===== src/logic/mig_pkg.sv =====
`default_nettype none

// Native user interface of the DDR controller, single-beat lines.
package mig_pkg;

   localparam int app_addr_w = 28;
   localparam int line_w     = 512;
   localparam int line_bytes = line_w / 8;    // Also the mask width.

   // Command encodings as seen on app_cmd.
   typedef enum logic [2:0]
   {
      cmd_write = 3'd0,
      cmd_read  = 3'd1
   } app_cmd_e;

   // Low three address bits stay zero. A line is eight 64-bit columns.
   typedef struct packed
   {
      logic                  en;
      app_cmd_e              cmd;
      logic [app_addr_w-1:0] addr;
   } app_req_t;

   // A mask bit of one keeps the stored byte.
   typedef struct packed
   {
      logic                  wren;
      logic                  last;    // wdf_end.
      logic [line_w-1:0]     data;
      logic [line_bytes-1:0] mask;
   } app_wdf_t;

   typedef struct packed
   {
      logic              valid;
      logic              last;
      logic [line_w-1:0] data;
   } app_rd_t;

endpackage

`default_nettype wire


===== src/logic/wb_pkg.sv =====
`default_nettype none

// Wishbone classic slave side, byte addressed.
package wb_pkg;

   localparam int wb_adr_w = 32;
   localparam int wb_dat_w = 32;
   localparam int wb_sel_w = wb_dat_w / 8;

   typedef struct packed
   {
      logic                cyc;
      logic                stb;
      logic                we;
      logic [wb_adr_w-1:0] adr;
      logic [wb_dat_w-1:0] dat;
      logic [wb_sel_w-1:0] sel;
   } wb_req_t;

   typedef struct packed
   {
      logic                ack;    // One-cycle pulse.
      logic [wb_dat_w-1:0] dat;
   } wb_rsp_t;

endpackage

`default_nettype wire


===== src/logic/wb_mig_bridge.sv =====
`timescale 1ns/1ps
`default_nettype none

module wb_mig_bridge (
   input  logic              ui_clk,
   input  logic              rst,
   input  wb_pkg::wb_req_t   wb_req,
   output wb_pkg::wb_rsp_t   wb_rsp,
   output mig_pkg::app_req_t app_req,
   output mig_pkg::app_wdf_t app_wdf,
   input  logic              app_rdy,
   input  logic              app_wdf_rdy,
   input  mig_pkg::app_rd_t  app_rd
);

   localparam int lane_w   = $clog2(mig_pkg::line_w / wb_pkg::wb_dat_w);
   localparam int line_lsb = 2 + lane_w;    // Wishbone byte address bit of the line number.
   localparam int col_bits = 3;
   localparam int row_w    = mig_pkg::app_addr_w - col_bits;

   typedef enum logic [1:0]
   {
      st_idle,
      st_issue,
      st_wait_data,
      st_ack
   } state_e;

   state_e                           state;
   logic                             en_q;
   logic                             wren_q;
   logic                             we_q;
   logic [lane_w-1:0]                lane_q;
   logic [mig_pkg::app_addr_w-1:0]   addr_q;
   logic [mig_pkg::line_w-1:0]       line_data_q;
   logic [mig_pkg::line_bytes-1:0]   line_mask_q;
   logic [wb_pkg::wb_dat_w-1:0]      rd_word_q;

   logic [lane_w-1:0]                lane_in;
   logic [mig_pkg::app_addr_w-1:0]   addr_in;
   logic [mig_pkg::line_w-1:0]       line_data_in;
   logic [mig_pkg::line_bytes-1:0]   line_mask_in;
   logic                             start;
   logic                             cmd_done;
   logic                             wdf_done;

   assign start   = state == st_idle && wb_req.cyc && wb_req.stb;
   assign lane_in = wb_req.adr[2 +: lane_w];
   assign addr_in = {wb_req.adr[line_lsb +: row_w], col_bits'(0)};

   // Word goes to its lane. Every other byte stays masked.
   always_comb
   begin
      line_data_in = '0;
      line_mask_in = '1;
      line_data_in[lane_in*wb_pkg::wb_dat_w +: wb_pkg::wb_dat_w] = wb_req.dat;
      line_mask_in[lane_in*wb_pkg::wb_sel_w +: wb_pkg::wb_sel_w] = ~wb_req.sel;
   end

   assign cmd_done = !en_q || app_rdy;
   assign wdf_done = !wren_q || app_wdf_rdy;

   always_ff @(posedge ui_clk)
   begin
      if (rst)
      begin
         state  <= st_idle;
         en_q   <= 1'b0;
         wren_q <= 1'b0;
      end
      else
      begin
         case (state)
            st_idle:
               if (start)
               begin
                  en_q   <= 1'b1;
                  wren_q <= wb_req.we;    // Beat and command go out together.
                  state  <= st_issue;
               end
            st_issue:
            begin
               if (app_rdy)
                  en_q <= 1'b0;
               if (app_wdf_rdy)
                  wren_q <= 1'b0;
               if (cmd_done && wdf_done)
                  state <= we_q ? st_ack : st_wait_data;
            end
            st_wait_data:
               if (app_rd.valid && app_rd.last)
                  state <= st_ack;
            default:
               state <= st_idle;
         endcase
      end
   end

   always_ff @(posedge ui_clk)
   begin
      if (start)
      begin
         we_q        <= wb_req.we;
         lane_q      <= lane_in;
         addr_q      <= addr_in;
         line_data_q <= line_data_in;
         line_mask_q <= line_mask_in;
      end
      if (state == st_wait_data && app_rd.valid)
         rd_word_q <= app_rd.data[lane_q*wb_pkg::wb_dat_w +: wb_pkg::wb_dat_w];
   end

   assign app_req.en   = en_q;
   assign app_req.cmd  = we_q ? mig_pkg::cmd_write : mig_pkg::cmd_read;
   assign app_req.addr = addr_q;

   assign app_wdf.wren = wren_q;
   assign app_wdf.last = wren_q;
   assign app_wdf.data = line_data_q;
   assign app_wdf.mask = line_mask_q;

   assign wb_rsp.ack = state == st_ack;
   assign wb_rsp.dat = rd_word_q;

endmodule

`default_nettype wire


===== config.mk =====
export PLATFORM = sky130hd
export DESIGN_NAME = wb_mig_bridge
export DESIGN_NICKNAME = d
export VERILOG_FILES = /design/src/logic/mig_pkg.sv /design/src/logic/wb_pkg.sv /design/src/logic/wb_mig_bridge.sv
export SDC_FILE = /design/constraint.sdc
export NUM_CORES = 1
export LEC_CHECK = 0
export BUFFER_PORTS_ARGS = -buffer_cell sky130_fd_sc_hd__buf_4
export CORE_AREA = 2 2 473 475
export DETAILED_ROUTE_END_ITERATION = 6
export DIE_AREA = 0 0 475 477
export GPL_ROUTABILITY_DRIVEN = 0
export GPL_TIMING_DRIVEN = 0
export MAX_ROUTING_LAYER = met4
export SLEW_MARGIN = 20
export SYNTH_ARGS = -nofsm -noshare
export SYNTH_HDL_FRONTEND = slang
export SYNTH_SLANG_ARGS = --single-unit

===== constraint.sdc =====
create_clock -name ui_clk -period 21 [get_ports ui_clk]
set_clock_uncertainty 0.15 [all_clocks]
set_input_delay 2.1 -clock ui_clk [delete_from_list [all_inputs] [get_ports ui_clk]]
set_output_delay 2.1 -clock ui_clk [all_outputs]
set_load 0.01 [all_outputs]

==> impl_results.md <==
* Outcome: finished clean
* Post-synthesis average cell area at about 15 um^2
* Fill cells at 24200
* Post-synth design cell area at 26600 um^2
* P_leak at between 15 and 20 nW
* Area delta synth->final at 60.6%
* Post-Synth Simple-Gate Area at 12.0%
* Hold_sp: state[0]
* Synthesized-area fraction occupied by adder cells at 0.282%
* CP Data Required Time at between 20000 and 25000 ps
* GR peak layer: met2
* Synth Area in XOR/XNOR at less than 1%
* Placed cell count at roughly 6000
* DR vias at 22800
* Core ar. at 221000 um^2
* Final Setup Violations at 0
* CTS Buffer Depth at 3
* Cell count after synthesis at 1791
* Worst Hold Endpoint: state[0]
* Async S/R FF share, synth at 0%
* Die H at 477 um
* Worst slew margin at between 20% and 30%
* Ys Warns at 0
* Max Cap Viol at 0
* Cts repair resizes at 0
* Routed Antenna Nets at 0
* TritonCTS Buffers at 75
* Share of post-route cells with drive strength above 1 at 49.2%
* R2R Path End: line_mask_q[46]
* Largest family of logic cells by synthesized area: simple AND/OR/NAND/NOR gates
* Primary FF master, synth: edfxtp_1
* Min Tclk post-route at just over 5000 ps
* Most common cell in the netlist: edfxtp_1
* Routed length per placed instance at 31.5 um
* Hold Crit Class: reg -> reg
* Worst-Skew Late Latency at 700 ps
* Compound-gate portion of the synthesized area at 2.23%
* CTS tree: yes
* Nets at ~3700
* Global router's overall resource usage at about 17%
* R2R depth at 9
* RSZ-0062 raised after global routing: no
* Fin cells at 6209
* Multiplexer share of the synthesized area at a little over a tenth
* FP Rows at 173
* R2R setup slack at 17200 ps
* Cts hold-fix bufs at 0
* Max H-tree Level at 3
* FMAX at 194 MHz
* Initial antenna violation count at between 60 and 70
* Met2 usage at approximately 28%
* Final WL at 196 mm
* Worst-path maximum fanout at 12
* Root buffer cell: clkbuf_16
* Top-area cell type share of the netlist area at 71.9%
* WHS Path Cells at 2
* Max-slew violation count at 0
* Post-synthesis sequential area ratio at 72.2%
* DRC at 0
* Post-synth top cells: edfxtp_1, nor2_1, nand2_1
* EDFF count, synth at 638
* First-pass GRT wire length at 242 mm
* Area contributors post-synth: edfxtp_1, mux4_2, nor2_1
* VDD IR max at 0.0000794 V
* Gr ovfl total at 0
* Final period utilization at 24.6%
* Die width at 475 um
* CP Capture Type: flop
* Detailed Routing Iterations Pass 1 at 7
* Critical Path Start Type: input port
* Most area-hungry cell type in the Yosys netlist: edfxtp_1
* Post-synth cell types at 37
* Final HPWL DP at around 170 mm
* PortBufs at 1222
* # IOs at 1232
* Final Util at 19.3%
* Worst slew pin tran at 1190 ps
* Largest net degree at the start of global routing at between 50 and 60
* Fin. Hold Viols at 0
* Crit Path Class: in -> reg
* Global-route track usage on met1 at between 10% and 20%
* Power Dens Cells at just over 90 nW/um^2
* Worst r2r src: state[1]
* DIE AREA at about 230000 um^2
* First DRT Iteration DRCs at 2178
* Met3 Use GR at about 7.5%
* Starting density of the core at about an eighth
* Post-DR vias/cell at approximately 3.7
* CP arrival at 5420 ps
* Vias in the first global route at between 20000 and 25000
* FF+latch count, synth at 642
* Postcts setup bufs at 0
* Clock tree sinks at 642
* Clock slew at reported path FFs at 60 ps
[critical path, stage by stage]
cell     delay [ps]
buf_4           210
inv_1           130
ha_1            410
and2_1          360
buf_2           620
buf_1           730
nand2_1         270
nor2_1          500
[area by class of cell]
cell class              instances  area, um^2  share of cell area (%)
diodes                         63         158                   0.369
clock buffers                  94        1990                    4.66
flip-flops and latches        642       19200                    45.0
multi-input cells            1015        6830                    16.0
inverters                       8        30.0                  0.0702
repair buffers               1244        9680                    22.6
clock inverters                38         508                    1.19
well taps                    2975        3720                    8.71
plain buffers                 130         596                    1.39
[cell families after synthesis]
group / Yosys count
compound gates: 81
xor+xnor: 2
fa+ha+maj: 6
buf+inv: 138
flops: 642
mux: 129
other cells: 1
simple gates: 792
[sequential cells by signal (all words and copies together), names as in the netlist]
name	cells
addr_q	25
en_q	1
lane_q	4
line_data_q	512
line_mask_q	64
rd_word_q	32
state	2
we_q	1
wren_q	1
[where the power goes]
part           internal (W)  switching, W  leakage (nW)
combinational      0.000350      0.000559          8.76
sequential          0.00159     0.0000454          5.94
clock              0.000781      0.000596          1.20
total               0.00272       0.00120          15.9
[cell usage in the layout, fill, tap and decap left out, drive strengths merged, types with 2 or more instances in the layout]
cell / count
a22oi: 64
and3: 6
a21boi: 2
nor2b: 3
nor3b: 2
edfxtp: 638
dfxtp: 4
mux4: 128
nor2: 495
nor3: 5
a21o: 2
and2: 38
clkinvlp: 4
ha: 6
a21oi: 4
bufinv: 8
inv: 15
o21ai: 3
nand3: 52
o2111ai: 2
nand2: 181
clkinv: 19
conb: 5
diode: 63
clkbuf: 168
nand2b: 5
buf: 1300
[per-stage QoR]
step	setup slack [ps]	power [W]	cell area (um^2)	TNS (ps)	hold slack, ps
2_1_floorplan	3930	0.00212	26600	0	331
6_report	15840	0.00392	42800	0	377
3_5_place_dp	15180	0.00259	40100	0	358
3_3_place_gp	-3050	0.00274	39500	-1616740	366
4_1_cts	15930	0.00398	42600	0	368
5_1_grt	15800	0.00406	42700	0	412
[worst max path at each step]
stage	startpoint	to	slack, ps	cells after the start
final	wb_req[38]	line_data_q[441]	15840	8
after floorplan	wb_req[70]	addr_q[10]	3930	1
after CTS	wb_req[38]	line_data_q[441]	15930	8
after global routing	wb_req[38]	line_data_q[441]	15800	8
after global placement	wb_req[70]	line_mask_q[35]	-3050	2
after detailed placement	wb_req[38]	line_data_q[441]	15180	8
[routing by layer]
metal / routed length [um] / vias to the layer above
li1: - / 9345
met1: 70600 / 11500
met2: 92600 / 1645
met3: 23700 / 286
met4: 8730 / 0
met5: 0 / -
(Power assumes the default switching activity.)
